==> config.mk <==
export PLATFORM = sky130hd
export DESIGN_NAME = lcd_pixel_fifo
export DESIGN_NICKNAME = d
export VERILOG_FILES = /design/src/lcd_pixel_fifo.sv
export VERILOG_INCLUDE_DIRS = /design/src /design/src/src
export SDC_FILE = /design/constraint.sdc
export NUM_CORES = 1
export LEC_CHECK = 0
export BUFFER_PORTS_ARGS = -buffer_cell sky130_fd_sc_hd__buf_2
export CAP_MARGIN = 20
export CORE_ASPECT_RATIO = 0.7
export CORE_MARGIN = 5
export CORE_UTILIZATION = 28
export DETAILED_ROUTE_END_ITERATION = 8
export PLACE_DENSITY = 0.4
export SETUP_SLACK_MARGIN = 0.15
export SYNTH_ARGS = -nofsm -noshare
export SYNTH_HDL_FRONTEND = slang
export SYNTH_SLANG_ARGS = --single-unit
==> constraint.sdc <==
create_clock -name clk -period 6.9 [get_ports clk]
set_input_delay 0.69 -clock clk [delete_from_list [all_inputs] [get_ports clk]]
set_output_delay 0.69 -clock clk [all_outputs]
set_load 0.02 [all_outputs]
==> src/lcd_macros.svh <==
`ifndef LCD_MACROS_SVH
`define LCD_MACROS_SVH

// Pixel FIFO depth in 32-bit words
`define LCD_FIFO_DEPTH 16

// Width of the FIFO fill level, wide enough to hold a full count
`define LCD_LEVEL_W $clog2(`LCD_FIFO_DEPTH + 1)

// Cycles a write or read strobe is held low on the panel bus
`define LCD_STROBE_CYCLES 2

`endif

==> src/lcd_pixel_fifo.sv <==
`timescale 1ns/1ps
`include "lcd_macros.svh"

module lcd_pixel_fifo (
  input  logic                    clk,
  input  logic                    i_rst_n,
  input  logic                    i_wr,
  input  logic [31:0]             i_wdata,
  input  logic                    i_rd,
  output logic [31:0]             o_rdata,
  output logic                    o_empty,
  output logic [`LCD_LEVEL_W-1:0] o_level
);

  localparam int DEPTH = `LCD_FIFO_DEPTH;
  localparam int AW    = (DEPTH > 1) ? $clog2(DEPTH) : 1;
  localparam int LW    = `LCD_LEVEL_W;

  logic [31:0]   r_mem [DEPTH];
  logic [AW-1:0] r_wr_ptr;
  logic [AW-1:0] r_rd_ptr;
  logic [LW-1:0] r_level;
  logic          w_full;
  logic          w_push;
  logic          w_pop;

  assign w_full  = (r_level == LW'(DEPTH));
  assign o_empty = (r_level == '0);
  assign w_push  = i_wr && !w_full;
  assign w_pop   = i_rd && !o_empty;

  always_ff @(posedge clk or negedge i_rst_n) begin
    if (!i_rst_n) begin
      r_wr_ptr <= '0;
      r_rd_ptr <= '0;
      r_level  <= '0;
    end else begin
      if (w_push) r_wr_ptr <= (r_wr_ptr == AW'(DEPTH - 1)) ? '0 : r_wr_ptr + 1'b1;
      if (w_pop)  r_rd_ptr <= (r_rd_ptr == AW'(DEPTH - 1)) ? '0 : r_rd_ptr + 1'b1;
      case ({w_push, w_pop})
        2'b10:   r_level <= r_level + 1'b1;
        2'b01:   r_level <= r_level - 1'b1;
        default: r_level <= r_level;
      endcase
    end
  end

  always_ff @(posedge clk) begin
    if (w_push) r_mem[r_wr_ptr] <= i_wdata;
  end

  // Head word is visible before the pop
  assign o_rdata = r_mem[r_rd_ptr];
  assign o_level = r_level;

  a_no_overflow: assert property (@(posedge clk) disable iff (!i_rst_n) i_wr |-> !w_full);
  a_no_underflow: assert property (@(posedge clk) disable iff (!i_rst_n) i_rd |-> !o_empty);

endmodule

# After elaboration in Yosys (flattened, before gate mapping)
# Memories as Yosys holds them, arrays and structs flattened.
# Index checks and enable logic that the tools add are counted.
word_totals:
  reg_bits: 13
  ramBits: 512
  inputBits: 36
  output_inout_bits: 38
  word_cells: 24
  memories: 1
op_classes:
  addsub: 4
  n_eq_ne: 5
  muxes: 5
  n_reduce_logical: 6
mem_list:
  columns: ["memory", "depth", "width", "rd", "rd_clocked_by_memory_dff", "wr", "line_no", "text"]
  rows:
  - ["r_mem", 16, 32, 1, 0, 1, "lcd_pixel_fifo.sv:19", "logic [31:0] r_mem [DEPTH];"]
ops:
  columns: ["cell", "count"]
  rows:
  - ["$pmux 5 s2", 1]
  - ["$add 4x1->4 const B", 2]
  - ["$eq 4x4->1 const B", 2]
  - ["$mux 4", 2]
  - ["$add 5x1->5 const B", 1]
  - ["$eq 5x5->1 const B", 1]
  - ["$logic_not 5->1", 1]
  - ["$sub 5x1->5 const B", 1]
  - ["$eq 2x1->1 const B", 1]
  - ["$eq 2x2->1 const B", 1]
  - ["$logic_and 1x1->1", 2]
  - ["$logic_not 1->1", 2]
  - ["$mux 1", 2]
  - ["$reduce_bool 2->1", 1]

# Depth between registers and ports, before layout
logic_depth:
  ltp_word: 5
  mapped_depth: 10
  mapped_depth_nobuf: 9

# Least setup slack after synthesis
# Ideal clock, no wire load.
synth_path:
  path_type: "register -> register"
  startpoint: "reg r_level[0] (netlist: o_level[0])"
  endpoint: "mem r_mem[0][0] (enable)"
  arrival_ns: 3.299
  t_required_ns: 6.439
  path_slack_ns: 3.140
  path_stages_with_launch: 6
  period_less_slack_ns: 3.760
  cell_sequence: "dfrtp_1 -> or4_4 -> o21a_1 -> buf_6 -> nand2_1 -> nor3_1"
synth_between:
  elab_chain_len: 5
synth_rtl:
  columns: ["element", "line_no", "text"]
  rows:
  - ["from (decl)", "lcd_pixel_fifo.sv:22", "logic [LW-1:0] r_level;"]
  - ["from (signal assigned)", "lcd_pixel_fifo.sv:41", "2'b10: r_level <= r_level + 1'b1;"]
  - ["from (signal assigned)", "lcd_pixel_fifo.sv:42", "2'b01: r_level <= r_level - 1'b1;"]
  - ["from (signal assigned)", "lcd_pixel_fifo.sv:43", "default: r_level <= r_level;"]
  - ["$eq 5x5->1", "lcd_pixel_fifo.sv:27", "assign w_full = (r_level == LW'(DEPTH));"]
  - ["$logic_not 1->1", "lcd_pixel_fifo.sv:29", "assign w_push = i_wr && !w_full;"]
  - ["$logic_and 1x1->1", "lcd_pixel_fifo.sv:29", null]
  - ["$mux 1", "lcd_pixel_fifo.sv:49", "if (w_push) r_mem[r_wr_ptr] <= i_wdata;"]
  - ["$mux 1 (implied by the code)", "lcd_pixel_fifo.sv:49", null]
  - ["to (decl)", "lcd_pixel_fifo.sv:19", null]
# Every way passes these cells.

# Worst setup path in the final report
layout_path:
  startpoint: "reg r_rd_ptr[1]"
  endpoint: "out o_rdata[19]"
layout_between:
  elab_chain_len: 1
layout_rtl:
  columns: ["element", "line_no", "text"]
  rows:
  - ["from (decl)", "lcd_pixel_fifo.sv:21", "logic [AW-1:0] r_rd_ptr;"]
  - ["from (signal assigned)", "lcd_pixel_fifo.sv:39", "if (w_pop) r_rd_ptr <= (r_rd_ptr == AW'(DEPTH - 1)) ? '0 : r_rd_ptr + 1'b1;"]
  - ["$mem_v2 16x32", null, null]
  - ["to (decl)", "lcd_pixel_fifo.sv:10", "output logic [31:0] o_rdata,"]
# Every way passes these cells.

==> metrics list <==
- Run status: complete, no violations
* Library cell used as clock root buffer: clkbuf_16
- For the worst setup path, the data required time is about 6200 ps.
* Number of buffers created by CTS: between 50 and 60
- For this run, design rule violations remaining after detail routing come to 0.
* Clock insertion delay at the later pin of the skew report: slightly below 600 ps
* Die width: 329.1 um
- Antenna Nets Post-Route: 0
- Critical-path maximum fanout: 88
- For this block, the initial DRC count from the detailed router was 640.
- Setup clock skew after layout: between 10 and 15 ps
- Total I/O pin count: 74
- Top routing layer used: met4
- On the critical path, the stage with the largest delay is an instance of dfrtp_4.
- Summing every instance area after synthesis gives 19950 um^2.
- Antenna violations before repair: 2
* Die Outline Area: 76780 um^2
* Via Count: just over 9000
* Clock Sinks: 525
* Synthesis warning total: 0
- Data arrival time of the critical path: 3420 ps
- Critical Path Sink Type: output pin
- Share of the synthesized area in the top cell type: 77.06%
- Global-route wire length before repair: slightly above 70000 um
* Number of standard cells after synthesis: between 800 and 900
- Measured along the y axis, the die boundary spans 233.3 um.
- Minimum setup slack after placement: ~3300 ps
- In the detailed route, the total length drawn on met3 is 2024 um.
- Hold/Removal Path Class: primary input to flop
* Mean routed wirelength per cell: 24.45 um
* Pin count of the biggest net entering global routing: 89
* Clk slew on worst S/H paths: 60 ps
* Number of I/O port buffers: 73
* Setup Viol. Count Final: 0
* Setup WS post-layout: 2786 ps
- The pre-antenna-repair detailed-routing pass consisted of 4 iterations.
- Top_reg_cell synth: edfxtp_1
- Stage delay of the slowest cell on the critical path: 1000 ps
* Layout area overhead: 16.31%
- Power density over the cells: 408.2 nW/um^2
- Async set or reset register ratio after synthesis: between 2 and 2.5%
- Total congestion overflow after global routing: 0
* Rel. slew slack: 40.92%
* Maximum clock frequency: 243.1 MHz
- Max-cap violations in this run came to 0.
- Fraction of layout cells with a size suffix above 1: 31.40%
- Instance area after placement: ~22000 um^2
- In this run, synthesis produced a sequential element count of 525.
- The core region is 70230 um^2.
- The number of hold-slack violations in the final timing report was 0.
- Routability-driven placement finished with a final weighted congestion of 0.6607.
- Count of standard-cell rows: 81
* Final critical delay including setup and external delays: 4114 ps
- Synth area leader: edfxtp_1
- For this block, wires on met1 add up to 23530 um.
- Syn Area/Cell: around 22 um^2
- Synthesis produced a netlist with a net count of just over 900.
* Critical path cell sequence: buf_12 > mux4_2 > o22ai_1 > nor2_1 > buf_2
- The final critical path takes up 59.62% of the cycle.
- Across all register-to-register paths, the minimum setup slack is 3950 ps.
- The share of the Yosys chip area taken by registers is between 70% and 80%.
- The number of global-route vias before repair is 9776.
- Total Routing Usage GR: 12.68%
- Total negative setup slack: 0 ps
* Final design area excluding fillers: 23210 um^2
* Total of cells resized after clock tree synthesis: 0
- Setup repair after global routing left no endpoint under its margin.
* Detailed placer's ending HPWL: 24780 um
- Number of enable-type register cells in the synthesized netlist: 512
- Most area-consuming cells after synthesis: edfxtp_1 77%, mux4_2 14%, o22ai_1 2.0%
- CTS tree: yes
* Worst-Margin Slew: 886.2 ps
- Wire segments on met2 add up to 22280 um in the final route.
- Number of levels in the clock H-tree: 2
- STA classifies the critical path startpoint as a flop.
- The filler cells instantiated in the layout total 6656.
* Slew Limit Fails: 0
- Path type of the worst setup path: flop to output pin
- Dividing the detail-routed via count by the number of cells gives 4.651.
- Across the VDD grid, the largest voltage drop is 0.1913 mV.
* Final-stage net count: 1042
- Synthesis instantiated 37 different standard cells from the library.
* Post-Route WL: approximately 49000 um
- Effective utilization at floorplan: 28.41%
* Total leakage power: 7.185 nW
- The clock passes through at most 3 buffers.
==> path summary, 6_finish.rpt <==
kind / endpoint / depth (start not counted) / startpoint
worst max-delay path: o_rdata[19] / 5 / r_rd_ptr[1]
worst min-delay path: r_rd_ptr[3] / 3 / i_rd
worst max register to register: o_level[4] / 8 / o_level[0]
worst min register to register: o_level[2] / 2 / o_level[2]
max in group asynchronous: r_rd_ptr[0] / 2 / i_rst_n
min in group asynchronous: o_level[4] / 2 / i_rst_n
==> synthesized netlist by cell type (2+ instances only) <==
cell type / instances
buf_4: 6
edfxtp_1: 512
dfrtp_1: 13
a21oi_1: 2
a21o_1: 3
buf_1: 4
nand2_1: 17
buf_2: 18
clkbuf_1: 15
mux4_2: 128
buf_6: 5
nand3_1: 2
inv_1: 7
ha_1: 9
xnor2_1: 5
o22ai_1: 64
nand2b_1: 4
nor3_1: 6
nor2_1: 45
o21ai_0: 7
==> registers in the layout, summed over array words and instances, names as in the netlist <==
signal,cells
r_wr_ptr,4
o_level,5
r_rd_ptr,4
r_mem,512
==> layer usage <==
| layer | up-vias | GRT usage, % |
|---|---|---|
| met5 | - | 0 |
| met4 | 0 | 2.626 |
| met3 | 73 | 2.503 |
| met2 | 161 | 19.90 |
| met1 | 5046 | 18.46 |
| li1 | 3975 | - |
==> worst max-delay path, delay by kind of cell (launching register included) <==
| kind | cells | cell delay (ps) |
|---|---|---|
| mux | 1 | 580 |
| buf+inv | 2 | 740 |
| compound gates | 1 | 270 |
| flops | 1 | 1000 |
| simple gates | 1 | 100 |
==> stage by stage <==
step | total power, mW | hold WS, ps | instances | util (%)
after global placement | 6.939 | 552.5 | 1894 | 30.74
after floorplan | 5.943 | 394.4 | 889 | -
after detailed placement | 6.939 | 565.7 | 1894 | 30.74
after global routing | 10.01 | 403.0 | 1989 | 33.04
final | 9.474 | 428.8 | 1990 | 33.04
after CTS | 9.700 | 388.5 | 1989 | 33.04
==> logic make-up (layout without fill, tap and decap cells) <==
| group | after synthesis | count (layout) | share of synthesized area (%) |
|---|---|---|---|
| adders and majority gates | 10 | 10 | 0.6647 |
| buffers and inverters | 56 | 202 | 1.474 |
| DFF | 525 | 525 | 78.69 |
| AOI/OAI and AO/OA | 83 | 83 | 2.678 |
| and+or+nand+nor | 81 | 81 | 1.775 |
| other | 0 | 1 | 0 |
| muxes | 129 | 129 | 14.50 |
| xor gates and xnor gates | 5 | 5 | 0.2195 |
==> repair_timing <==
action / in CTS / in global routing
setup endpoints to repair: 0 / 0
setup buffers: 0 / 0
hold buffers: 1 / 0
hold endpoints to repair: 13 / 0
==> cells in the final DEF, fill, tap and decap left out, types with 3 or more instances in the layout <==
cell,count
clkbuf_1,11
buf_2,73
a21o_1,3
ha_1,9
bufinv_16,3
dfrtp_1,10
xnor2_1,5
nor2_1,33
buf_4,26
clkinv_2,8
nor2_4,12
dfrtp_4,3
o21ai_0,7
clkinv_1,14
o22ai_1,64
nor3_2,4
nand2_1,16
edfxtp_1,512
mux4_2,128
inv_1,7
clkbuf_16,53
==> area by class of cell <==
type	count	area (um^2)	share of cell area (%)
antenna	1	2.502	0.01078
clock buffer	64	1368	5.893
clock inverter	30	239.0	1.030
inverter	7	26.28	0.1132
multi-input combinational	308	4076	17.57
sequential	525	15710	67.70
tap	954	1194	5.143
timing repair buffer	101	590.6	2.545
==> power breakdown <==
part | internal [mW] | switching (mW) | leakage, nW | total (mW)
sequential | 3.83 | 0.278 | 4.78 | 4.10
clock | 1.52 | 1.20 | 0.780 | 2.72
combinational | 1.11 | 1.54 | 1.63 | 2.65
total | 6.45 | 3.02 | 7.18 | 9.47
Note: power is estimated with default switching activity, not from simulation.
