===== config.mk =====
export PLATFORM = sky130hd
export DESIGN_NAME = lcd_ctrl_regs
export DESIGN_NICKNAME = d
export VERILOG_FILES = /design/src/lcd_pkg.sv /design/src/lcd_ctrl_regs.sv
export VERILOG_INCLUDE_DIRS = /design/src /design/src/src
export SDC_FILE = /design/constraint.sdc
export NUM_CORES = 1
export LEC_CHECK = 0
export BUFFER_PORTS_ARGS = -buffer_cell sky130_fd_sc_hd__buf_4
export CAP_MARGIN = 20
export CORE_ASPECT_RATIO = 1.2
export CORE_UTILIZATION = 45
export DETAILED_ROUTE_END_ITERATION = 7
export GPL_TIMING_DRIVEN = 1
export PLACE_DENSITY = 0.92
export SLEW_MARGIN = 0
export SYNTH_ARGS = -nofsm -noshare
export SYNTH_HDL_FRONTEND = slang
export SYNTH_SLANG_ARGS = --single-unit

===== constraint.sdc =====
create_clock -name clk -period 1.5 [get_ports clk]
set_input_delay 0.15 -clock clk [delete_from_list [all_inputs] [get_ports clk]]
set_output_delay 0.15 -clock clk [all_outputs]
set_load 0.005 [all_outputs]

===== src/lcd_macros.svh =====
`ifndef LCD_MACROS_SVH
`define LCD_MACROS_SVH

// Pixel FIFO depth in 32-bit words
`define LCD_FIFO_DEPTH 16

// Width of the FIFO fill level, wide enough to hold a full count
`define LCD_LEVEL_W $clog2(`LCD_FIFO_DEPTH + 1)

// Cycles a write or read strobe is held low on the panel bus
`define LCD_STROBE_CYCLES 2

`endif


===== src/lcd_pkg.sv =====
package lcd_pkg;

  // Pixel format selected by the control register
  typedef enum logic {
    FMT_RGB888 = 1'b0,
    FMT_RGB565 = 1'b1
  } pix_fmt_e;

  // Host register map
  typedef enum logic [1:0] {
    REG_CONTROL    = 2'd0,
    REG_NUM_PIXELS = 2'd1,
    REG_STATUS     = 2'd2
  } reg_addr_e;

  typedef struct packed {
    logic [7:0] pad;
    logic [7:0] red;
    logic [7:0] green;
    logic [7:0] blue;
  } rgb888_t;

  // Upper pixel goes out on the bus first
  typedef struct packed {
    logic [15:0] upper;
    logic [15:0] lower;
  } rgb565_pair_t;

  // One FIFO word read either as a single RGB888 pixel or as two RGB565 pixels
  typedef union packed {
    rgb888_t      rgb888;
    rgb565_pair_t rgb565;
  } pixel_word_u;

endpackage


===== src/lcd_ctrl_regs.sv =====
`timescale 1ns/1ps
`include "lcd_macros.svh"

module lcd_ctrl_regs (
  input  logic                      clk,
  input  logic                      i_rst_n,
  input  logic                      i_reg_wr,
  input  lcd_pkg::reg_addr_e        i_reg_addr,
  input  logic [31:0]               i_reg_wdata,
  input  logic [`LCD_LEVEL_W-1:0]   i_fifo_level,
  input  logic                      i_frame_busy,
  output logic [31:0]               o_reg_rdata,
  output logic                      o_enable,
  output logic                      o_reset_display,
  output logic                      o_data_mode,
  output logic                      o_tearing_en,
  output logic                      o_backlight,
  output logic                      o_chip_select,
  output lcd_pkg::pix_fmt_e         o_format,
  output logic [31:0]               o_num_pixels
);

  logic [6:0]  r_control;
  logic [31:0] r_num_pixels;

  always_ff @(posedge clk or negedge i_rst_n) begin
    if (!i_rst_n) begin
      r_control    <= '0;
      r_num_pixels <= '0;
    end else if (i_reg_wr) begin
      case (i_reg_addr)
        lcd_pkg::REG_CONTROL:    r_control    <= i_reg_wdata[6:0];
        lcd_pkg::REG_NUM_PIXELS: r_num_pixels <= i_reg_wdata;
        // Status is read only
        default: ;
      endcase
    end
  end

  // Control bit fields, from bit 0 upward
  assign o_enable        = r_control[0];
  assign o_reset_display = r_control[1];
  assign o_data_mode     = r_control[2];
  assign o_tearing_en    = r_control[3];
  assign o_backlight     = r_control[4];
  assign o_chip_select   = r_control[5];
  assign o_format        = lcd_pkg::pix_fmt_e'(r_control[6]);
  assign o_num_pixels    = r_num_pixels;

  // Status word carries the FIFO level in the low half and busy at bit 16
  always_comb begin
    o_reg_rdata = '0;
    case (i_reg_addr)
      lcd_pkg::REG_CONTROL:    o_reg_rdata = {25'd0, r_control};
      lcd_pkg::REG_NUM_PIXELS: o_reg_rdata = r_num_pixels;
      lcd_pkg::REG_STATUS: begin
        o_reg_rdata     = 32'(i_fifo_level);
        o_reg_rdata[16] = i_frame_busy;
      end
      default: o_reg_rdata = '0;
    endcase
  end

  a_status_write_ignored: assert property (@(posedge clk) disable iff (!i_rst_n)
    (i_reg_wr && i_reg_addr == lcd_pkg::REG_STATUS) |=>
      ($stable(r_control) && $stable(r_num_pixels)));

endmodule


; ---- Word-level counts from Yosys, hierarchy flattened
; Index checks and enable logic that the tools add are counted.
[totals]
out_inout_bits = 71
elab_cells = 8
regBits = 39
[op_classes]
n_eq_ne = 2
muxes = 1
n_reduce_logical = 3
[ops]
columns = cell, n
row1 = 32-bit one-hot mux with 3 select lines, 1
row2 = 2-bit AND reduction, 2
row3 = 2-bit by 1-bit equality test with 1-bit output (second input constant), 1
row4 = 2-bit equality test (second input constant), 1
row5 = 2-bit logical NOT, 1

; ---- Longest topological paths before layout
[depth]
ltp_word = 2
depth_mapped = 4
ltp_nobuf = 2

; ---- Worst setup path before layout
; Ideal clock, no wire load.
[synth_timing]
path_type = input -> register
start = input port i_reg_addr[1]
end = register r_control[0]
path_stages = 3
setup_time_ns = 0.125
arrival_time_ns = 0.979
slack_ns = 0.396
t_required_ns = 1.375
n_path_buf = 1
path_cell_list = buf_4 > nor3b_4 > mux2_2
[synth_via]
elab_chain_len = 2
[synth_lines]
columns = element, line_no
row1 = "start, declared", lcd_ctrl_regs.sv:8  ; input lcd_pkg::reg_addr_e i_reg_addr,
row2 = 2-bit logical NOT, lcd_ctrl_regs.sv:31  ; case (i_reg_addr)
row3 = 2-bit AND reduction (no source line), n/a
row4 = "end signal, assigned", lcd_ctrl_regs.sv:32  ; lcd_pkg::REG_CONTROL: r_control <= i_reg_wdata[6:0];
row5 = "end, declared", lcd_ctrl_regs.sv:23  ; logic [6:0] r_control;
; No other way between the ends.
; A chain may end at the register's enable or synchronous reset.

; ---- Final worst setup path
[layout_timing]
start = register r_num_pixels[0] (netlist: o_num_pixels[0])
end = output port o_reg_rdata[0]
[layout_via]
elab_chain_len = 1
[layout_lines]
columns = element, line_no
row1 = "start, declared", lcd_ctrl_regs.sv:24  ; logic [31:0] r_num_pixels;
row2 = "start signal, assigned", lcd_ctrl_regs.sv:33  ; lcd_pkg::REG_NUM_PIXELS: r_num_pixels <= i_reg_wdata;
row3 = 32-bit one-hot mux with 3 select lines, lcd_ctrl_regs.sv:53  ; case (i_reg_addr)
row4 = "end, declared", lcd_ctrl_regs.sv:12  ; output logic [31:0] o_reg_rdata,
; No other way between the ends.

==> report_table.html <==
<table>
<tr><th>Metric</th><th>Value</th></tr>
<tr><th colspan="2">Min path</th></tr>
<tr><td>Worst hold path startpoint</td><td>i_reg_wdata[8]</td></tr>
<tr><td>Sink of the worst hold path</td><td>o_num_pixels[8]</td></tr>
<tr><td>Cell count of the worst hold path</td><td>2</td></tr>
<tr><td>Worst min path class</td><td>in -&gt; reg</td></tr>
<tr><th colspan="2">Synth</th></tr>
<tr><td>Fraction of post-synthesis cell area in the top cell type by area</td><td>54.2%</td></tr>
<tr><td>Proportion of synthesized flip-flops having asynchronous set or reset</td><td>100%</td></tr>
<tr><td>Total number of yosys warnings</td><td>0</td></tr>
<tr><td>Share of synthesized area occupied by flip-flops and latches</td><td>54.2%</td></tr>
<tr><td>Post-Syn Nets</td><td>171</td></tr>
<tr><td>Cell types with the largest area share after synthesis</td><td>dfrtp_1 54%, mux2_2 24%, and2_1 8.3%, mux2i_1 3.9%, buf_6 2.5%</td></tr>
<tr><td>Number of standard cells after synthesis</td><td>128</td></tr>
<tr><td>Top cells by instance count after synthesis</td><td>39 x dfrtp_1, 39 x mux2_2, 24 x and2_1</td></tr>
<tr><td>Synth area leader</td><td>dfrtp_1</td></tr>
<tr><td>Area of the mapped netlist</td><td>0.00180 mm2</td></tr>
<tr><td>Unique cell type count in the Yosys netlist</td><td>14</td></tr>
<tr><td>Primary FF master, synth</td><td>dfrtp_1</td></tr>
<tr><td>Synthesized flop and latch total</td><td>39</td></tr>
<tr><td>Average cell area after synthesis</td><td>14.1 um2</td></tr>
<tr><td>Number of flops mapped to enable cells by yosys</td><td>0</td></tr>
<tr><th colspan="2">STA</th></tr>
<tr><td>Setup repair after global routing missed its margin</td><td>false</td></tr>
<tr><td>Slew at the pin closest to its max-slew limit</td><td>0.483 ns</td></tr>
<tr><td>Post-route fraction of the period consumed by the critical path</td><td>82.9%</td></tr>
<tr><td>Minimum clock period</td><td>1.24 ns</td></tr>
<tr><td>Worst max-slew margin expressed relative to the limit</td><td>67.8%</td></tr>
<tr><td>Fin Clk Skew</td><td>0 ns</td></tr>
<tr><td>Max Slew Vio Count</td><td>0</td></tr>
<tr><td>Timing-limited maximum frequency</td><td>0.804 GHz</td></tr>
<tr><td>Final-layout setup total negative slack</td><td>0 ns</td></tr>
<tr><td>Count of final hold-check violations</td><td>0</td></tr>
<tr><td>Number of failing setup endpoints in the final timing report</td><td>0</td></tr>
<tr><th colspan="2">Detailed routing</th></tr>
<tr><td>Number of iterations in the first detailed-routing pass</td><td>4</td></tr>
<tr><td>Starting DRC count in detailed routing</td><td>44</td></tr>
<tr><td>Via count</td><td>1451</td></tr>
<tr><td>Antenna-violating nets left</td><td>0</td></tr>
<tr><td>Routed len/inst</td><td>15.4 um</td></tr>
<tr><td>Number of DRC violations after detailed routing</td><td>0</td></tr>
<tr><td>Total wirelength of the detailed-routed design</td><td>4600 um</td></tr>
<tr><td>Number of vias per cell after detailed routing</td><td>4.85</td></tr>
<tr><th colspan="2">Outcome</th></tr>
<tr><td>Outcome</td><td>complete, no violations</td></tr>
<tr><th colspan="2">Placed design</th></tr>
<tr><td>IO Port Bufs</td><td>113</td></tr>
<tr><td>HPWL Detailed</td><td>3590 um</td></tr>
<tr><td>Routability cong.</td><td>0.723</td></tr>
<tr><td>Placed Cells incl. Taps</td><td>290</td></tr>
<tr><td>DP Area</td><td>0.00268 mm2</td></tr>
<tr><th colspan="2">GRT</th></tr>
<tr><td>Number of global-route vias before repair</td><td>1506</td></tr>
<tr><td>First-pass GRT wire length</td><td>7330 um</td></tr>
<tr><td>Initial antenna violation count</td><td>0</td></tr>
<tr><td>Pin count of the biggest net entering global routing</td><td>40</td></tr>
<tr><td>Total global routing overflow</td><td>0</td></tr>
<tr><td>GR Util All Layers</td><td>23.3%</td></tr>
<tr><th colspan="2">Critical path</th></tr>
<tr><td>Crit. End Element</td><td>output pin</td></tr>
<tr><td>FF-to-FF End</td><td>o_num_pixels[28]</td></tr>
<tr><td>Critical path's largest stage delay</td><td>0.40 ns</td></tr>
<tr><td>Arrival @ worst endpoint</td><td>1.09 ns</td></tr>
<tr><td>Depth of the worst register-to-register path</td><td>1</td></tr>
<tr><td>Critical path fanouts, max</td><td>3</td></tr>
<tr><td>Type of the worst setup path</td><td>reg -&gt; out</td></tr>
<tr><td>Crit-path slowest cell</td><td>dfrtp_1</td></tr>
<tr><td>Ordered list of cells on the worst path</td><td>mux2i_1, o2bb2ai_1, buf_4</td></tr>
<tr><td>Kind of launch point of the worst setup path</td><td>register</td></tr>
<tr><td>Reg-to-reg slack, setup</td><td>0.69 ns</td></tr>
<tr><td>Critical register-to-register path startpoint</td><td>o_num_pixels[28]</td></tr>
<tr><td>CP Data Required Time</td><td>1.35 ns</td></tr>
<tr><th colspan="2">Cells and area</th></tr>
<tr><td>Non-filler instance count after layout</td><td>299</td></tr>
<tr><td>Synthesis-to-finish area growth</td><td>54.1%</td></tr>
<tr><td>Share of layout cells above drive strength 1</td><td>66.8%</td></tr>
<tr><td>Number of fill cells in the layout</td><td>281</td></tr>
<tr><td># nets final</td><td>289</td></tr>
<tr><td>Post-route cell area</td><td>0.00278 mm2</td></tr>
<tr><td>Final cell utilization of the core</td><td>74.5%</td></tr>
<tr><td>Ant diodes</td><td>0</td></tr>
<tr><th colspan="2">Clocking</th></tr>
<tr><td>CTS tree</td><td>done</td></tr>
<tr><td>Clock latency on the worst-skew pair</td><td>0.28 ns</td></tr>
<tr><td>CTS Buf Count</td><td>5</td></tr>
<tr><td>Post-cts sizing count</td><td>0</td></tr>
<tr><td>Worst-case clock buffer depth</td><td>2</td></tr>
<tr><td>Clock Root Buffer</td><td>clkbuf_8</td></tr>
<tr><td>Clock transition at the registers of the reported paths</td><td>0.07 ns</td></tr>
<tr><td>Count of clock tree sinks</td><td>39</td></tr>
<tr><td>CTS H-Tree Depth</td><td>2</td></tr>
<tr><th colspan="2">Floorplan</th></tr>
<tr><td>Area of the core</td><td>0.00372 mm2</td></tr>
<tr><td>Die height</td><td>71.3 um</td></tr>
<tr><td>Core Rows</td><td>24</td></tr>
<tr><td>Total Die Area</td><td>0.00426 mm2</td></tr>
<tr><td>Chip Width</td><td>59.7 um</td></tr>
<tr><td>Io pins</td><td>114</td></tr>
<tr><td>Initial Util</td><td>48.4%</td></tr>
<tr><th colspan="2">Pwr</th></tr>
<tr><td>Cell leakage power</td><td>0.00139 uW</td></tr>
<tr><td>Power per Cell Area</td><td>1070 mW/mm2</td></tr>
<tr><td>Max IR drop VDD</td><td>779 uV</td></tr>
<tr><th colspan="2">Flow run</th></tr>
<tr><td>Max-Cap Viols</td><td>0</td></tr>
</table>
[per-stage QoR]
stage | setup slack (ns) | power, uW | hold WS, ns
final | 0.257 | 2980 | 0.0932
after global routing | 0.190 | 3160 | 0.0746
after CTS | 0.246 | 3020 | 0.0843
after detailed placement | 0.244 | 2340 | 0.150
after global placement | 0.266 | 2290 | 0.145
after floorplan | 0.396 | 1730 | -0.146
[cells in the final DEF (no fill, tap or decap)]
cell type,Yosys,routed
clkinv_2,0,1
dfrtp_1,39,39
nor2_1,2,2
o2bb2ai_1,5,5
and2_1,24,24
mux2i_1,7,7
nand3b_2,1,1
mux2_2,39,39
and2b_2,1,1
clkbuf_1,2,2
dlygate4sd3_1,0,1
nor2b_1,1,1
clkbuf_8,0,5
a22o_1,1,1
buf_4,1,117
nor3b_4,1,1
[how the worst max path moves through the flow]
| stage | from | to | cells after the start |
|---|---|---|---|
| final | o_num_pixels[0] | o_reg_rdata[0] | 3 |
| after detailed placement | i_reg_addr[0] | r_control[4] | 3 |
| after global placement | i_reg_addr[0] | r_control[5] | 3 |
| after CTS | r_control[1] | o_reg_rdata[1] | 3 |
| after floorplan | i_reg_addr[1] | r_control[0] | 3 |
| after global routing | r_control[1] | o_reg_rdata[1] | 3 |
[layer usage]
| layer | track usage, % | part of all wire, % |
|---|---|---|
| met1 | 28.3 | 38 |
| met2 | 38.1 | 50 |
| met3 | 7.22 | 9.9 |
| met4 | 9.04 | 2.0 |
| met5 | 0 | 0 |
[flip-flops by register name (all words and copies together), names as in the netlist]
register and count:
o_num_pixels 32, r_control 7
[cell families after synthesis]
group	Yosys count	share of synthesized area (%)
buf+inv	7	3.34
flops	39	54.2
mux	46	28.3
simple gates	30	11.3
compound gates	6	2.92
[worst max-delay path: cells and delay by family (launching register included)]
family,cells,cell delay (ns)
mux,1,0.17
flops,1,0.40
buf+inv,1,0.14
compound gates,1,0.10
[final cells by class]
cell class	count	area, um2	area share (%)
Sequential cell	39	976	35.2
Timing Repair Buffer	118	888	32.0
Multi-Input combinational cell	82	764	27.5
Clock buffer	7	76.3	2.75
Tap cell	52	65.1	2.34
Clock inverter	1	5.00	0.180
[what timing repair did]
action,4_1_cts,5_1_grt
endpoints found under the hold margin,39,0
buffers inserted,0,0
hold buffers,1,0
[power breakdown]
group	internal, uW	switching [uW]	total [uW]
combinational	603	294	897
clock	326	345	672
sequential	1250	158	1410
(Power assumes the default switching activity.)
