`src/lcd_macros.svh`:
```
`ifndef LCD_MACROS_SVH
`define LCD_MACROS_SVH

// Pixel FIFO depth in 32-bit words
`define LCD_FIFO_DEPTH 16

// Width of the FIFO fill level, wide enough to hold a full count
`define LCD_LEVEL_W $clog2(`LCD_FIFO_DEPTH + 1)

// Cycles a write or read strobe is held low on the panel bus
`define LCD_STROBE_CYCLES 2

`endif

```
`src/lcd_pkg.sv`:
```
package lcd_pkg;

  // Pixel format selected by the control register
  typedef enum logic {
    FMT_RGB888 = 1'b0,
    FMT_RGB565 = 1'b1
  } pix_fmt_e;

  // Host register map
  typedef enum logic [1:0] {
    REG_CONTROL    = 2'd0,
    REG_NUM_PIXELS = 2'd1,
    REG_STATUS     = 2'd2
  } reg_addr_e;

  typedef struct packed {
    logic [7:0] pad;
    logic [7:0] red;
    logic [7:0] green;
    logic [7:0] blue;
  } rgb888_t;

  // Upper pixel goes out on the bus first
  typedef struct packed {
    logic [15:0] upper;
    logic [15:0] lower;
  } rgb565_pair_t;

  // One FIFO word read either as a single RGB888 pixel or as two RGB565 pixels
  typedef union packed {
    rgb888_t      rgb888;
    rgb565_pair_t rgb565;
  } pixel_word_u;

endpackage

```
`src/lcd_data_writer.sv`:
```
`timescale 1ns/1ps
`include "lcd_macros.svh"

module lcd_data_writer (
  input  logic                 clk,
  input  logic                 i_rst_n,
  input  logic                 i_enable,
  input  logic                 i_tearing_en,
  input  lcd_pkg::pix_fmt_e    i_format,
  input  logic [31:0]          i_num_pixels,
  input  lcd_pkg::pixel_word_u i_fifo_data,
  input  logic                 i_fifo_empty,
  input  logic                 i_tearing_effect,
  output logic                 o_fifo_rd,
  output logic                 o_frame_busy,
  output logic                 o_cmd_mode,
  output logic                 o_write,
  output logic [7:0]           o_data_out,
  output logic                 o_data_out_en
);

  localparam int CW = $clog2(`LCD_STROBE_CYCLES + 1);

  localparam logic [2:0] S_IDLE    = 3'd0;
  localparam logic [2:0] S_WAIT_TE = 3'd1;
  localparam logic [2:0] S_FETCH   = 3'd2;
  localparam logic [2:0] S_SETUP   = 3'd3;
  localparam logic [2:0] S_STROBE  = 3'd4;
  localparam logic [2:0] S_HOLD    = 3'd5;
  localparam logic [2:0] S_DONE    = 3'd6;

  logic [2:0]           r_state;
  logic [CW-1:0]        r_count;
  logic [1:0]           r_byte_idx;
  logic [31:0]          r_pix_count;
  logic [2:0]           r_te;
  lcd_pkg::pixel_word_u r_word;
  logic                 w_te_rise;
  logic                 w_is_888;
  logic                 w_pix_end;
  logic                 w_word_end;
  logic                 w_last_pix;
  logic [7:0]           w_byte;

  // Two-flop sync with a third stage for edge detect
  assign w_te_rise  = r_te[1] && !r_te[2];

  assign w_is_888   = (i_format == lcd_pkg::FMT_RGB888);
  assign w_pix_end  = w_is_888 ? (r_byte_idx == 2'd2) : r_byte_idx[0];
  assign w_word_end = w_is_888 ? (r_byte_idx == 2'd2) : (r_byte_idx == 2'd3);
  assign w_last_pix = (r_pix_count + 32'd1 == i_num_pixels);

  always_ff @(posedge clk or negedge i_rst_n) begin
    if (!i_rst_n) begin
      r_state     <= S_IDLE;
      r_count     <= '0;
      r_byte_idx  <= '0;
      r_pix_count <= '0;
      r_te        <= '0;
    end else begin
      r_te <= {r_te[1:0], i_tearing_effect};
      if (!i_enable) begin
        r_state <= S_IDLE;
      end else begin
        case (r_state)
          S_IDLE: begin
            r_pix_count <= '0;
            if (i_num_pixels == '0) r_state <= S_DONE;
            else if (i_tearing_en)  r_state <= S_WAIT_TE;
            else                    r_state <= S_FETCH;
          end
          S_WAIT_TE: if (w_te_rise) r_state <= S_FETCH;
          S_FETCH: begin
            r_byte_idx <= '0;
            // Stall here without strobes while the FIFO is empty
            if (!i_fifo_empty) r_state <= S_SETUP;
          end
          S_SETUP: begin
            r_count <= '0;
            r_state <= S_STROBE;
          end
          S_STROBE: begin
            r_count <= r_count + 1'b1;
            if (r_count == CW'(`LCD_STROBE_CYCLES - 1)) r_state <= S_HOLD;
          end
          S_HOLD: begin
            if (w_pix_end) r_pix_count <= r_pix_count + 32'd1;
            if (w_pix_end && w_last_pix) begin
              r_state <= S_DONE;
            end else if (w_word_end) begin
              r_state <= S_FETCH;
            end else begin
              r_byte_idx <= r_byte_idx + 1'b1;
              r_state    <= S_SETUP;
            end
          end
          // Frame done and held until enable drops
          default: r_state <= r_state;
        endcase
      end
    end
  end

  always_ff @(posedge clk) begin
    if (o_fifo_rd) r_word <= i_fifo_data;
  end

  always_comb begin
    if (w_is_888) begin
      case (r_byte_idx)
        2'd0:    w_byte = r_word.rgb888.red;
        2'd1:    w_byte = r_word.rgb888.green;
        default: w_byte = r_word.rgb888.blue;
      endcase
    end else begin
      case (r_byte_idx)
        2'd0:    w_byte = r_word.rgb565.upper[15:8];
        2'd1:    w_byte = r_word.rgb565.upper[7:0];
        2'd2:    w_byte = r_word.rgb565.lower[15:8];
        default: w_byte = r_word.rgb565.lower[7:0];
      endcase
    end
  end

  assign o_fifo_rd     = (r_state == S_FETCH) && i_enable && !i_fifo_empty;
  assign o_frame_busy  = (r_state != S_IDLE) && (r_state != S_DONE);
  assign o_cmd_mode    = 1'b1;
  assign o_write       = (r_state == S_STROBE);
  assign o_data_out    = w_byte;
  assign o_data_out_en = (r_state == S_SETUP) || (r_state == S_STROBE) || (r_state == S_HOLD);

endmodule

```
`config.mk`:
```
export PLATFORM = sky130hd
export DESIGN_NAME = lcd_data_writer
export DESIGN_NICKNAME = d
export VERILOG_FILES = /design/src/lcd_pkg.sv /design/src/lcd_data_writer.sv
export VERILOG_INCLUDE_DIRS = /design/src /design/src/src
export SDC_FILE = /design/constraint.sdc
export NUM_CORES = 1
export LEC_CHECK = 0
export ABC_AREA = 0
export BUFFER_PORTS_ARGS = -buffer_cell sky130_fd_sc_hd__buf_2
export CAP_MARGIN = 20
export CORE_ASPECT_RATIO = 1.75
export CORE_MARGIN = 3
export CORE_UTILIZATION = 52
export DETAILED_ROUTE_END_ITERATION = 8
export PLACE_DENSITY_LB_ADDON = 0.15
export SLEW_MARGIN = 20
export SYNTH_ARGS = -nofsm -noshare
export SYNTH_HDL_FRONTEND = slang
export SYNTH_SLANG_ARGS = --single-unit
```
`constraint.sdc`:
```
create_clock -name clk -period 2.87 [get_ports clk]
set_clock_uncertainty 0.2 [all_clocks]
set_input_delay 0.287 -clock clk [delete_from_list [all_inputs] [get_ports clk]]
set_output_delay 0.287 -clock clk [all_outputs]
set_load 0.1 [all_outputs]
```
Word-level counts from Yosys, hierarchy flattened
Index checks and enable logic that the tools add are counted.
{ "word_totals": {"reg_bits": 74, "latch_bits": 0, "mem_bits_rw": 0, "mem_bits_ro": 0, "in_bits": 71, "out_inout_bits": 13, "wordCells": 67, "mem_count": 0} }
{ "op_classes": {"add_sub_neg": 3, "mul": 0, "n_div": 0, "order_cmp": 0, "eq_ne": 18, "shifts": 0, "n_mux": 20, "bitwise_logic": 0, "n_reduce_logical": 20} }
{ "op_table": {"columns": ["cell", "n"], "rows": [
  ["$pmux 32 s2", 1],
  ["$add 32x1->32 const B", 1],
  ["$eq 32x32->1", 1],
  ["$logic_not 32->1", 1],
  ["$mux 32", 1],
  ["$pmux 8 s3", 1],
  ["$mux 3", 6],
  ["$pmux 3 s6", 1],
  ["$pmux 8 s2", 1],
  ["$ne 3x3->1 const B", 3],
  ["$mux 8", 1],
  ["$pmux 2 s2", 2],
  ["$reduce_and 4->1", 2],
  ["$ne 7x1->1 const B", 1],
  ["$eq 3x2->1 const B", 2],
  ["$eq 3x3->1 const B", 2],
  ["$mux 2", 3],
  ["$ne 2x2->1 const B", 3],
  ["$reduce_bool 2->1", 3],
  ["$logic_and 1x1->1", 5],
  ["$add 2x1->2 const B", 2],
  ["$eq 2x1->1 const B", 2],
  ["$eq 2x2->1 const B", 2],
  ["$eq 3x1->1 const B", 1],
  ["other kinds (9)", 13]
]} }

Logic depth before layout (Yosys ltp)
{ "depth": {"depth_word": 6, "depth_mapped": 11} }

Worst setup path after synthesis
OpenSTA, ideal clock, no wires.
{ "synth_timing": {"kind": "register to register", "startpoint": "reg r_state[1]", "endpoint": "reg r_word[0] in the netlist's numbering, enable pin", "setup_ns": 0.481, "arrival_ns": 3.773, "setup_slack_ns": -1.583, "stages_incl_launch_ff": 6, "path_cell_list": "dfrtp_1 > clkbuf_1 > inv_1 > nor3_1 > nand2_1 > nor2_1"} }
{ "synth_via": {"elab_chain_cells": 3} }
{ "synth_lines": {"columns": ["item", "line", "text"], "rows": [
  ["start: declaration", "lcd_data_writer.sv:32", "logic [2:0] r_state;"],
  ["start signal: assignment", "lcd_data_writer.sv:98", "default: r_state <= r_state;"],
  ["$eq 3x2->1", "lcd_data_writer.sv:125", "assign o_fifo_rd = (r_state == S_FETCH) && i_enable && !i_fifo_empty;"],
  ["$logic_and 1x1->1 (2 in a row)", "lcd_data_writer.sv:125", null],
  ["net o_fifo_rd", "lcd_data_writer.sv:14", "output logic o_fifo_rd,"],
  ["end signal: assignment", "lcd_data_writer.sv:105", "if (o_fifo_rd) r_word <= i_fifo_data;"],
  ["end: declaration", "lcd_data_writer.sv:37", "lcd_pkg::pixel_word_u r_word;"]
]} }
The timed path passes the listed nets, and every way through them passes these cells.
A chain may end at the register's enable or synchronous reset.

Final worst setup path
{ "layout_timing": {"startpoint": "reg r_pix_count[8]", "endpoint": "reg r_state[2]"} }
{ "layout_via": {"elab_chain_cells": 6} }
{ "layout_lines": {"columns": ["item", "line", "text"], "rows": [
  ["start: declaration", "lcd_data_writer.sv:35", "logic [31:0] r_pix_count;"],
  ["start signal: assignment", "lcd_data_writer.sv:87", "if (w_pix_end) r_pix_count <= r_pix_count + 32'd1;"],
  ["$add 32x1->32", "lcd_data_writer.sv:51", "assign w_last_pix = (r_pix_count + 32'd1 == i_num_pixels);"],
  ["$eq 32x32->1", "lcd_data_writer.sv:51", null],
  ["$logic_and 1x1->1", "lcd_data_writer.sv:88", "if (w_pix_end && w_last_pix) begin"],
  ["$mux 3", "lcd_data_writer.sv:88", null],
  ["$pmux 3 s6", "lcd_data_writer.sv:65", "case (r_state)"],
  ["$mux 3", "lcd_data_writer.sv:62", "if (!i_enable) begin"]
]} }
No other way between the ends.

==> results.json <==
{
  "cp-start-kind": "register",
  "r2r_end": "r_state[2]",
  "cts_sinks": 74,
  "hold_viol": 0,
  "setup_ws_ns": -0.172,
  "drtAntennaViolNets": 0,
  "synth_cells": 595,
  "critPathMaxFanout": 5,
  "hold_path_class": "in -> reg",
  "grt_max_degree": 43,
  "max_clock_freq_mhz": 329,
  "gp_congestion": 1.01,
  "setup_tns_ns": -0.383,
  "violations": "negative setup slack",
  "post_dp_cell_area_sq_um": 6610,
  "synthAdderAreaFrac_pct": 1.92,
  "synth.most_common_cell": "o21ai_0",
  "htreeDepth": 3,
  "hold_start": "i_enable",
  "reg2reg_slack_ns": -0.17,
  "p_per_area_nw_per_um2": 687,
  "cts_tree": "built",
  "cp.required_ns": 2.90,
  "worstHoldEndpoint": "r_state[1]",
  "critPathKind": "reg -> reg",
  "drc": 0,
  "run_status": "finished with violations",
  "grt_setup_unrepaired": "yes",
  "grt_pass1_wl_um": 31300,
  "dieHeight_um": 138,
  "wl_um": 20600,
  "cts_made_buffers": 9,
  "hpwlAfterDp_um": 14900,
  "grt-ovfl-total": 0,
  "die_area_sq_um": 11300,
  "nets": 876,
  "synth_top_family_by_area": "simple AND/OR/NAND/NOR gates",
  "insertion_delay_ns": 0.33,
  "rows": 47,
  "synthTopCellsByArea": "dfrtp_1 (20%), edfxtp_1 (18%), o21ai_0 (5.9%), xnor2_1 (4.0%), nand2_1 (3.5%)",
  "syn-cell-area_sq_um": 5210,
  "grt_antenna_before_repair": 1,
  "reg2reg_from": "r_pix_count[8]",
  "ioPinCount": 84,
  "yosysUniqueCellTypes": 64,
  "worstMarginPinSlew_ns": 1.03,
  "setup_violations": 4,
  "end_kind": "register",
  "syn_to_final_growth_pct": 44.0,
  "fin_crit_sh_pct": 106,
  "ys_ff_latch": 74,
  "p_leak_nw": 3.09,
  "path_clk_slew_ns": 0.06,
  "slew_headroom_pct": 31.0,
  "synth_edf_count": 32,
  "start_util_pct": 54.3,
  "synth.mux.area_fraction_pct": 1.59,
  "synth_fp_nets": 674,
  "cts-root-buf": "clkbuf_16",
  "synth_compound_area_share_pct": 23.4,
  "synth_simple_gate_area_share_pct": 23.6,
  "drv_cap": 0,
  "numPortBuffers": 82,
  "min_path_cells": 2,
  "syn_area_per_cell_sq_um": 8.75,
  "drt_iter0_drc": 547,
  "min_period_ns": 3.04,
  "vias": 5894,
  "yosysWarningCount": 0,
  "grt_pass1_vias": 5954,
  "synth_largest_area_cell": "dfrtp_1",
  "synthTopCellsByCount": "o21ai_0 (61), nand2_1 (49), dfrtp_1 (42), nor2_1 (38), a21oi_1 (35)",
  "vias_per_cell": 6.37,
  "max-clock-path-buffers": 2,
  "avgRoutedWirePerCell_um": 22.2,
  "max-vdd-ir-drop_mv": 0.664,
  "synth_top_area_share_pct": 20.2,
  "seq_area_frac_synth_pct": 38.6,
  "async_flop_share_pct": 56.8,
  "cp.arrival_ns": 3.07,
  "grt_util_all_layers_pct": 36.5,
  "postLayoutCellArea_sq_um": 7500,
  "coreArea_sq_um": 9590,
  "die_w_um": 81.6,
  "fin_util_pct": 78.2,
  "slew_viol_final": 0,
  "dr.pass1.iters": 7,
  "synth_xor_area_share_pct": 6.06,
  "drive_above_1_share_pct": 33.8,
  "reg2regPathDepth": 9,
  "ys.flop_type": "dfrtp_1"
}
[placed cells by master (no fill, tap or decap), types with 10 or more instances in the layout]
cell / netlist / layout
buf_4: 3 / 115
buf_2: 7 / 74
o21ai_0: 61 / 58
nand2_1: 49 / 47
dfrtp_1: 42 / 39
nor2_1: 38 / 37
dlygate4sd3_1: 0 / 34
edfxtp_1: 32 / 32
a21oi_1: 35 / 25
xnor2_1: 24 / 24
nand4_1: 23 / 23
nor4_1: 25 / 20
nand3_1: 21 / 19
o31ai_1: 21 / 19
inv_1: 14 / 14
and3_1: 12 / 12
xor2_1: 12 / 12
a211oi_1: 14 / 11
a21oi_2: 0 / 10
[cells by family after synthesis]
logic type	after synthesis
muxes	8
buffers and inverters	59
xor gates and xnor gates	36
DFF	74
and+or+nand+nor	225
adders and majority gates	8
AOI/OAI and AO/OA	184
other	1
[critical path, cell delays in order (launching register included)]
cell       delay, ns
dfrtp_1         0.38
nand3_1         0.13
or4_4           0.51
buf_6           0.15
o31ai_2         0.23
a21oi_2         0.12
or3_4           0.41
a2111oi_4       0.41
a211oi_2        0.15
o32ai_2         0.24
[what timing repair did]
item / CTS / global route
endpoints found under the setup margin: 4 / 5
gates cloned: 1 / 0
gates resized for setup: 21 / 24
pin swaps: 9 / 9
hold buffers: 34 / 0
buffers inserted: 1 / 4
hold endpoints to repair: 75 / 0
[through the flow]
stage	cells	hold slack (ns)	setup WS, ns	power, mW
finish	925	0.0982	-0.172	5.15
global route	925	0.104	-0.228	5.35
CTS	920	0.0920	-0.144	5.06
detailed placement	868	0.143	-0.193	3.82
global placement	868	0.134	-0.119	3.74
floorplan	595	-0.209	-0.174	2.99
[how the worst max path moves through the flow]
stage,from,end,slack (ns),depth (start not counted)
global placement,r_pix_count[3],r_state[2],-0.12,9
detailed placement,r_pix_count[2],r_byte_idx[1],-0.19,9
CTS,r_pix_count[0],r_state[2],-0.14,9
global route,r_pix_count[2],r_state[2],-0.23,9
floorplan,r_pix_count[0],r_state[2],-0.17,11
finish,r_pix_count[8],r_state[2],-0.17,9
[registers in the layout, summed over array words and instances (netlist names)]
| signal | flops |
|---|---|
| r_byte_idx | 2 |
| r_word | 32 |
| r_count | 2 |
| r_pix_count | 32 |
| r_state | 3 |
| r_te | 3 |
[per-layer routing]
| metal | vias to the layer above | track usage [%] | share of wire (%) |
|---|---|---|---|
| met2 | 315 | 66.0 | 53 |
| met1 | 2811 | 38.3 | 35 |
| met5 | - | 0 | 0 |
| li1 | 2688 | - | - |
| met4 | 0 | 21.6 | 6.6 |
| met3 | 80 | 5.21 | 6.2 |
[power by group]
part / switching [mW] / internal, mW
Clock: 0.436 / 0.762
Combinational: 1.74 / 0.891
Sequential: 0.119 / 1.20
Total: 2.30 / 2.85
[layout make-up]
type,count,area [sq um]
diodes,1,2.50
clock buffers,11,233
clock inverters,5,81.3
fillers,653,2090
inverters,14,52.6
multi-input cells,462,3160
flip-flops and latches,74,2020
well taps,122,153
repair buffers,236,1800
Note: power is estimated with default switching activity, not from simulation.
