**config.mk**
```make
export PLATFORM = sky130hd
export DESIGN_NAME = lcd_command
export DESIGN_NICKNAME = d
export VERILOG_FILES = /design/src/lcd_command.sv
export VERILOG_INCLUDE_DIRS = /design/src /design/src/src
export SDC_FILE = /design/constraint.sdc
export NUM_CORES = 1
export LEC_CHECK = 0
export BUFFER_PORTS_ARGS = -buffer_cell sky130_fd_sc_hd__buf_2
export CORE_MARGIN = 2
export CORE_UTILIZATION = 39
export CTS_BUF_LIST = sky130_fd_sc_hd__clkbuf_2 sky130_fd_sc_hd__clkbuf_4 sky130_fd_sc_hd__clkbuf_8
export CTS_CLUSTER_DIAMETER = 60
export CTS_CLUSTER_SIZE = 14
export DETAILED_ROUTE_END_ITERATION = 12
export PLACE_DENSITY = 0.78
export REMOVE_ABC_BUFFERS = 1
export SLEW_MARGIN = 5
export SYNTH_ARGS = -nofsm -noshare
export SYNTH_HDL_FRONTEND = slang
export SYNTH_SLANG_ARGS = --single-unit
```
**constraint.sdc**
```tcl
create_clock -name clk -period 2.2 [get_ports clk]
set_clock_uncertainty 0.15 [all_clocks]
set_input_delay 0.22 -clock clk [delete_from_list [all_inputs] [get_ports clk]]
set_output_delay 0.22 -clock clk [all_outputs]
set_load 0.01 [all_outputs]
```
**src/lcd_macros.svh**
```systemverilog
`ifndef LCD_MACROS_SVH
`define LCD_MACROS_SVH

// Pixel FIFO depth in 32-bit words
`define LCD_FIFO_DEPTH 16

// Width of the FIFO fill level, wide enough to hold a full count
`define LCD_LEVEL_W $clog2(`LCD_FIFO_DEPTH + 1)

// Cycles a write or read strobe is held low on the panel bus
`define LCD_STROBE_CYCLES 2

`endif

```
**src/lcd_command.sv**
```systemverilog
`timescale 1ns/1ps
`include "lcd_macros.svh"

module lcd_command (
  input  logic       clk,
  input  logic       i_rst_n,
  input  logic       i_cmd_parameter,
  input  logic       i_cmd_write_stb,
  input  logic       i_cmd_read_stb,
  input  logic [7:0] i_cmd_data,
  input  logic [7:0] i_data_in,
  output logic [7:0] o_cmd_data,
  output logic       o_cmd_finished,
  output logic       o_cmd_mode,
  output logic       o_write,
  output logic       o_read,
  output logic [7:0] o_data_out,
  output logic       o_data_out_en
);

  localparam int CW = $clog2(`LCD_STROBE_CYCLES + 1);

  localparam logic [2:0] S_IDLE  = 3'd0;
  localparam logic [2:0] S_SETUP = 3'd1;
  localparam logic [2:0] S_WRITE = 3'd2;
  localparam logic [2:0] S_HOLD  = 3'd3;
  localparam logic [2:0] S_READ  = 3'd4;
  localparam logic [2:0] S_DONE  = 3'd5;

  logic [2:0]    r_state;
  logic [CW-1:0] r_count;
  logic [7:0]    r_byte;
  logic [7:0]    r_rd_byte;
  logic          r_param;
  logic          w_start;
  logic          w_strobe_last;

  assign w_start       = (r_state == S_IDLE) && (i_cmd_write_stb || i_cmd_read_stb);
  assign w_strobe_last = (r_count == CW'(`LCD_STROBE_CYCLES - 1));

  always_ff @(posedge clk or negedge i_rst_n) begin
    if (!i_rst_n) begin
      r_state   <= S_IDLE;
      r_count   <= '0;
      r_param   <= 1'b0;
      r_rd_byte <= '0;
    end else begin
      case (r_state)
        S_IDLE: begin
          r_count <= '0;
          if (w_start) begin
            r_param <= i_cmd_parameter;
            // Writes get a setup cycle, reads strobe at once
            r_state <= i_cmd_write_stb ? S_SETUP : S_READ;
          end
        end
        S_SETUP: r_state <= S_WRITE;
        S_WRITE: begin
          r_count <= r_count + 1'b1;
          if (w_strobe_last) r_state <= S_HOLD;
        end
        S_READ: begin
          r_count <= r_count + 1'b1;
          if (w_strobe_last) begin
            // Sample on the last low cycle of the read strobe
            r_rd_byte <= i_data_in;
            r_state   <= S_DONE;
          end
        end
        default: r_state <= S_IDLE;
      endcase
    end
  end

  always_ff @(posedge clk) begin
    if (w_start) r_byte <= i_cmd_data;
  end

  assign o_cmd_mode     = r_param;
  assign o_data_out     = r_byte;
  assign o_cmd_data     = r_rd_byte;
  assign o_write        = (r_state == S_WRITE);
  assign o_read         = (r_state == S_READ);
  assign o_data_out_en  = (r_state == S_SETUP) || (r_state == S_WRITE) || (r_state == S_HOLD);
  assign o_cmd_finished = (r_state == S_HOLD) || (r_state == S_DONE);

  a_no_write_and_read: assert property (@(posedge clk) disable iff (!i_rst_n)
    !(o_write && o_read));

  // A write takes setup, strobe and hold before it reports done
  a_write_finish_time: assert property (@(posedge clk) disable iff (!i_rst_n)
    (r_state == S_IDLE && i_cmd_write_stb) |-> ##(`LCD_STROBE_CYCLES + 2) o_cmd_finished);

endmodule

```
* After elaboration in Yosys (flattened, before gate mapping)
Index checks and enable logic that the tools add are counted.
Storage, ports and cells: bits in registers 22, bits in latches 0, bits in writable memories 0, memory bits (read-only) 0, input port bits 21, output and inout bits 21, word-level logic and storage cells 32, memories 0
Operators by class: add/sub/neg operators 1, multipliers 0, divide/modulo/power cells 0, $lt $le $gt $ge 0, equal/unequal tests 9, shifts and indexed selects 0, muxes and demuxes 6, bitwise operators 0, reduce and logical (&&, ||, !) cells 11
Operators with widths (count):
- 3-bit two-way mux | 4
- 3-bit case mux with 4 select lines | 1
- 3-bit by 2-bit equality test with 1-bit output (second input constant) | 2
- 3-bit equality test (second input constant) | 2
- 1-bit logical OR | 4
- 2-bit by 1-bit inequality test with 1-bit output (second input constant) | 2
- 2-bit case mux with 2 select lines | 1
- 2-bit AND reduction | 2
- 3-bit by 1-bit equality test with 1-bit output (second input constant) | 1
- 3-bit zero test | 1
- 3-bit AND reduction | 1
- 2-bit by 1-bit adder with 2-bit output (second input constant) | 1
- 2-bit by 1-bit equality test with 1-bit output (second input constant) | 1
- 2-bit inequality test (second input constant) | 1
- 2-bit nonzero test | 1
- 2-bit OR reduction | 1
- 1-bit logical AND | 1

* Longest topological paths before layout
Gate-level depths: netlist of run 1.
depth in word-level cells 4, gate-level depth with buffers 5, gate-level depth less buffers 5

* Least setup slack after synthesis of run 1
Ideal clock, no wire load.
kind reg2reg, from register r_state[2], to register r_param, in the netlist o_cmd_mode, library setup time 0.127 ns, arrival time 1.535 ns, required time 1.923 ns, path slack 0.388 ns, cell stages (with the launch flop) 4, buffers on the path 1, period minus slack after synthesis 1.812 ns, cells stage by stage dfrtp_1 -> buf_6 -> nor4_2 -> mux2_1
Between the ends: cells in the longest elaborated chain, start to end 3
RTL lines:
- from (decl) | RTL line lcd_command.sv:30 | logic [2:0] r_state;
- from (signal assigned) | RTL line lcd_command.sv:54 | r_state <= i_cmd_write_stb ? S_SETUP : S_READ;
- 3-bit zero test | RTL line lcd_command.sv:38 | assign w_start = (r_state == S_IDLE) && (i_cmd_write_stb || i_cmd_read_stb);
- 1-bit logical AND | RTL line lcd_command.sv:38
- named net w_start | RTL line lcd_command.sv:35 | logic w_start;
- 2-bit AND reduction (no source line)
- to (signal assigned) | RTL line lcd_command.sv:52 | r_param <= i_cmd_parameter;
- to (decl) | RTL line lcd_command.sv:34 | logic r_param;
The timed path passes the listed nets, and every way through them passes these cells. A chain may end at the register's enable or synchronous reset.

* Worst setup path in the final report of run 1
from register r_state[0], to register r_rd_byte[4], in the netlist o_cmd_data[4]
Between the ends: cells in the longest elaborated chain, start to end 2
RTL lines:
- 3-bit equality test | RTL line lcd_command.sv:48 | case (r_state)
- 2-bit AND reduction (no source line)
- to (signal assigned) | RTL line lcd_command.sv:66 | r_rd_byte <= i_data_in;
- to (decl) | RTL line lcd_command.sv:33 | logic [7:0] r_rd_byte;
Every way passes these cells.

==> impl_metrics.yaml, run 1 <==
status:
  status: "completed"
floorplan:
  die_x_um: 53.0
  num_rows: 17
  coreArea_um2: 2230
  initial_core_util_pct: 41.8
  dieArea_um2: 2800
  ioPinCount: 42
  die_height_um: 53.0
synthesis:
  synth.yosys.seq_area_share_pct: 63.2
  synth_common_cells: "dfrtp_1, edfxtp_1, mux2_4, nor2_1"
  synth.area.top_cells: "dfrtp_1, edfxtp_1, mux2_4, buf_6, a21oi_1"
  synth-edff-count: 8
  ys_types: 20
  synthArstFlopShare_pct: 63.6
  synth_ff_type: "dfrtp_1"
  yosysTopAreaCell: "dfrtp_1"
  synth-seq-cells: 22
  avgSynthCellArea_um2: 14.2
  synth_top_area_share_pct: 37.5
  ys_warn_count: 0
  netlist_instances: 66
  yosysMostFrequentCell: "dfrtp_1"
  synth_area_um2: 935
timing:
  post-route-period-util_pct: 85.8
  hold_viol: 0
  relSlewSlack_pct: 65.0
  rsz0062_at_grt: "false"
  final-max-slew-violation-count: 0
  setup_viol: 0
  finalWorstSetupSlack_ns: 0.312
  min_period_ns: 1.89
  max_slew.worst_pin.slew_ns: 0.525
  finalSetupTns_ns: 0
  fmax_mhz: 530
pwr:
  leakagePower_nw: 0.656
  power_density_nw_per_um2: 1180
  max-vdd-ir-drop_mv: 0.713
  p_total_mw: 1.60
cts:
  cts_tree: "done"
  clk_latency_ns: 0.30
  cts_buffer_depth: 2
  cts_root_buf: "clkbuf_4"
  htree_levels: 1
  clk_pin_slew_ns: 0.12
  cts_buffers: 3
  cts_sinks: 22
critical_path:
  required_ns: 2.24
  startpoint_type: "flop"
  critical-path-slowest-cell: "dfrtp_1"
  crit_type: "reg -> reg"
  crit_fanout: 12
  critPathMaxStageDelay_ns: 0.54
  end_kind: "flop"
  worstPathCellList: "nor2_1, and3_1, mux2_4"
  cp.arrival_ns: 1.93
route:
  via_per_inst: 4.84
  drtIter0Drc: 13
  vias: 746
  drc: 0
  drtPass1Iterations: 4
  ant_nets: 0
  wl_per_cell_um: 13.9
  drt-total-wl_mm: 2.13
layout:
  stdcell_area_um2: 1350
  num-fill-cells: 171
  drive_above_1_share_pct: 44.4
  antenna_cells: 0
  final_nets: 149
  areaGrowthSynthToFinish_pct: 44.8
  final_util_pct: 60.6
place:
  dpl_cell_area_um2: 1160
  place_hpwl_mm: 1.33
  pre_cts_ws_ns: 0.395
  place_congestion: 0.714
  port_buffers: 41
global_route:
  grt_pass1_wl_mm: 3.39
  grt-ovfl-total: 0
  first_global_vias: 768
  track_usage_pct: 16.8
  grt_max_degree: 15
  antenna_found_initial: 0
run:
  cap_violations: 0
worst_hold_path:
  hold_path.class: "in -> reg"
stage by stage:
| stage | hold WS, ns | std cells |
|---|---|---|
| 2_1_floorplan | -0.226 | 62 |
| 3_3_place_gp | -0.0279 | 133 |
| 3_5_place_dp | -0.0211 | 133 |
| 4_1_cts | 0.000890 | 154 |
| 5_1_grt | 0.000545 | 154 |
| 6_report | 0.00394 | 154 |
layout make-up:
type	count	area [um2]	area share, %
flip-flops and latches	22	591	43.6
repair buffers	60	390	28.8
multi-input cells	36	297	21.9
well taps	28	35.0	2.59
clock buffers	3	22.5	1.66
inverters	4	15.0	1.11
clock inverters	1	3.75	0.277
cell families after synthesis:
family | synth area share [%]
AOI/OAI and AO/OA | 4.02
muxes | 15.3
DFF | 63.2
and+or+nand+nor | 9.24
adders and majority gates | 1.34
buffers and inverters | 5.09
xor gates and xnor gates | 1.87
final timing paths:
path,cells past startpoint,startpoint,endpoint,slack [ns]
max,3,r_state[0],o_cmd_data[4],0.31
min,2,i_cmd_parameter,o_cmd_mode,0.004
max reg2reg,3,r_state[0],o_cmd_data[4],0.31
min reg2reg,1,o_cmd_mode,o_cmd_mode,0.36
max in group asynchronous,2,i_rst_n,o_cmd_data[7],1.46
min in group asynchronous,2,i_rst_n,o_cmd_data[5],0.20
routing by layer:
metal,track usage [%],wire length [um]
met1,18.6,844
met2,29.8,1050
met3,5.08,185
met4,6.41,52
met5,0,0
cells in the final DEF (no fill, tap or decap), drive strengths merged:
master / Yosys / layout
nor4: 1 / 1
nor2: 5 / 5
a21oi: 4 / 4
o221ai: 2 / 2
mux2: 10 / 10
nand3b: 1 / 1
xnor2: 1 / 1
dlygate4sd3: 0 / 17
buf: 4 / 43
edfxtp: 8 / 8
and2: 1 / 1
and3: 1 / 1
dfrtp: 14 / 14
ha: 1 / 1
nand2: 4 / 4
clkinv: 0 / 1
xor2: 1 / 1
clkbuf: 0 / 3
nor3: 4 / 4
inv: 4 / 4
worst max-delay path: cells and delay by family, from the launching register on:
| kind | cells | cell delay [ns] |
|---|---|---|
| DFF | 1 | 0.54 |
| muxes | 1 | 0.35 |
| and+or+nand+nor | 2 | 0.74 |
sequential cells by signal, indices dropped and copies added (netlist names):
name        flops
r_count         2
o_data_out      8
o_cmd_data      8
r_state         3
o_cmd_mode      1
report_power, final:
group          total [mW]  internal (mW)  switching, mW
Combinational       0.697          0.362          0.335
Sequential          0.716          0.600          0.117
Clock               0.182         0.0660          0.116
timing repair:
item,4_1_cts,5_1_grt
endpoints found under the hold margin,30,0
setup buffers,0,0
gates resized for setup,0,0
hold buffers,17,0
(Power assumes the default switching activity.)
==> run 2: changes to the inputs <==
--- a/config.mk
+++ b/config.mk
@@ -13,7 +13,7 @@
 export CTS_CLUSTER_DIAMETER = 60
 export CTS_CLUSTER_SIZE = 14
 export DETAILED_ROUTE_END_ITERATION = 12
-export PLACE_DENSITY = 0.78
+export PLACE_DENSITY = 0.74
 export REMOVE_ABC_BUFFERS = 1
 export SLEW_MARGIN = 5
 export SYNTH_ARGS = -nofsm -noshare
==> impl_metrics.yaml, run 2 (synthesized netlist as in run 1, its figures left out) <==
timing:
  min_period_ns: 1.81
  setup_viol: 0
  relSlewSlack_pct: 66.3
  finalSetupTns_ns: 0
  post-route-period-util_pct: 82.5
  rsz0062_at_grt: "false"
  hold_viol: 0
  final-max-slew-violation-count: 0
  fmax_mhz: 551
  max_slew.worst_pin.slew_ns: 0.506
layout:
  layout_common_cells: "buf_2, dlygate4sd3_1, dfrtp_1, mux2_4, edfxtp_1"
  drive_above_1_share_pct: 44.9
  areaGrowthSynthToFinish_pct: 47.0
  stdcell_area_um2: 1370
  final_common_cell: "buf_2"
  final_nets: 150
  antenna_cells: 0
global_route:
  grt_max_degree: 15
  track_usage_pct: 15.0
  antenna_found_initial: 0
  grt-ovfl-total: 0
  grt_pass1_wl_mm: 2.98
  first_global_vias: 668
cts:
  cts_tree: "done"
  clk_latency_ns: 0.30
  cts_buffer_depth: 2
  htree_levels: 1
  postCtsSetupBuffers: 0
  cts_sinks: 22
  cts_root_buf: "clkbuf_4"
  clk_pin_slew_ns: 0.11
  cts_buffers: 3
floorplan:
  num_rows: 17
  initial_core_util_pct: 41.8
  coreArea_um2: 2230
  die_x_um: 53.0
  die_height_um: 53.0
  ioPinCount: 42
  dieArea_um2: 2800
critical_path:
  crit_fanout: 12
  required_ns: 2.25
  r2r_slack_ns: 0.39
  ff2ff_path_depth: 3
  timing.rr.start: "r_state[0]"
  end_kind: "flop"
  r2r_end: "o_cmd_data[4]"
  startpoint: "r_state[0]"
  crit_type: "reg -> reg"
  cp.arrival_ns: 1.86
  startpoint_type: "flop"
status:
  status: "completed"
route:
  drt-total-wl_mm: 1.95
  drtPass1Iterations: 4
  wl_per_cell_um: 12.6
  vias: 722
  drtIter0Drc: 10
  ant_nets: 0
  drc: 0
  via_per_inst: 4.66
worst_hold_path:
  hold_path.class: "in -> reg"
  hold_path_end: "r_state[2]"
  hold_start: "i_cmd_read_stb"
  hold_depth: 3
place:
  dpl_cell_area_um2: 1160
  port_buffers: 41
  place_congestion: 0.712
  place_hpwl_mm: 1.36
pwr:
  power_density_nw_per_um2: 1180
  max-vdd-ir-drop_mv: 0.709
  leakagePower_nw: 0.666
run:
  cap_violations: 0
-- run 2: worst max path at each step --
stage               endpoint  cells past startpoint
3_3_place_gp   o_cmd_data[7]                      3
2_1_floorplan     o_cmd_mode                      2
3_5_place_dp   o_cmd_data[4]                      3
6_report       o_cmd_data[4]                      3
5_1_grt        o_cmd_data[4]                      3
4_1_cts        o_cmd_data[4]                      3
-- run 2: area by class of cell --
class	instances	area [um2]
clock buffer	4	36.3
fill	181	860
inverter	4	15.0
multi-input combinational	36	297
sequential	22	591
tap	28	35.0
timing repair buffer	61	400
-- run 2: stage by stage --
stage	hold WS [ns]	utilization, %	std cells	worst slack [ns]	power, mW
finish	0.0936	61.5	155	0.385	1.62
global route	0.127	61.5	155	0.266	1.73
CTS	0.00964	61.1	154	0.355	1.63
detailed placement	-0.0241	51.8	133	0.371	1.39
global placement	-0.0281	51.8	133	0.455	1.36
floorplan	-0.226	-	62	0.387	1.12
-- run 2: per-layer routing --
| layer | GRT usage, % | wire, um | up-vias |
|---|---|---|---|
| met4 | 3.85 | 19 | 0 |
| met1 | 19.1 | 829 | 336 |
| met5 | 0 | 0 | - |
| li1 | - | - | 351 |
| met2 | 26.3 | 950 | 32 |
| met3 | 2.82 | 150 | 3 |
-- run 2: critical path, stage by stage, from the launching register on --
cell	delay (ns)
dfrtp_1	0.53
nor2_1	0.19
and3_1	0.50
mux2_4	0.34
-- run 2: report_power, final --
group | total, mW | switching (mW) | leakage [nW] | internal (mW)
registers | 0.719 | 0.119 | 0.253 | 0.600
logic | 0.685 | 0.322 | 0.392 | 0.363
clock network | 0.216 | 0.115 | 0.0210 | 0.101
-- run 2: what timing repair did --
action	4_1_cts	5_1_grt
endpoints found under the hold margin	30	1
setup endpoints to repair	0	0
gates resized for setup	0	0
hold buffers	17	1
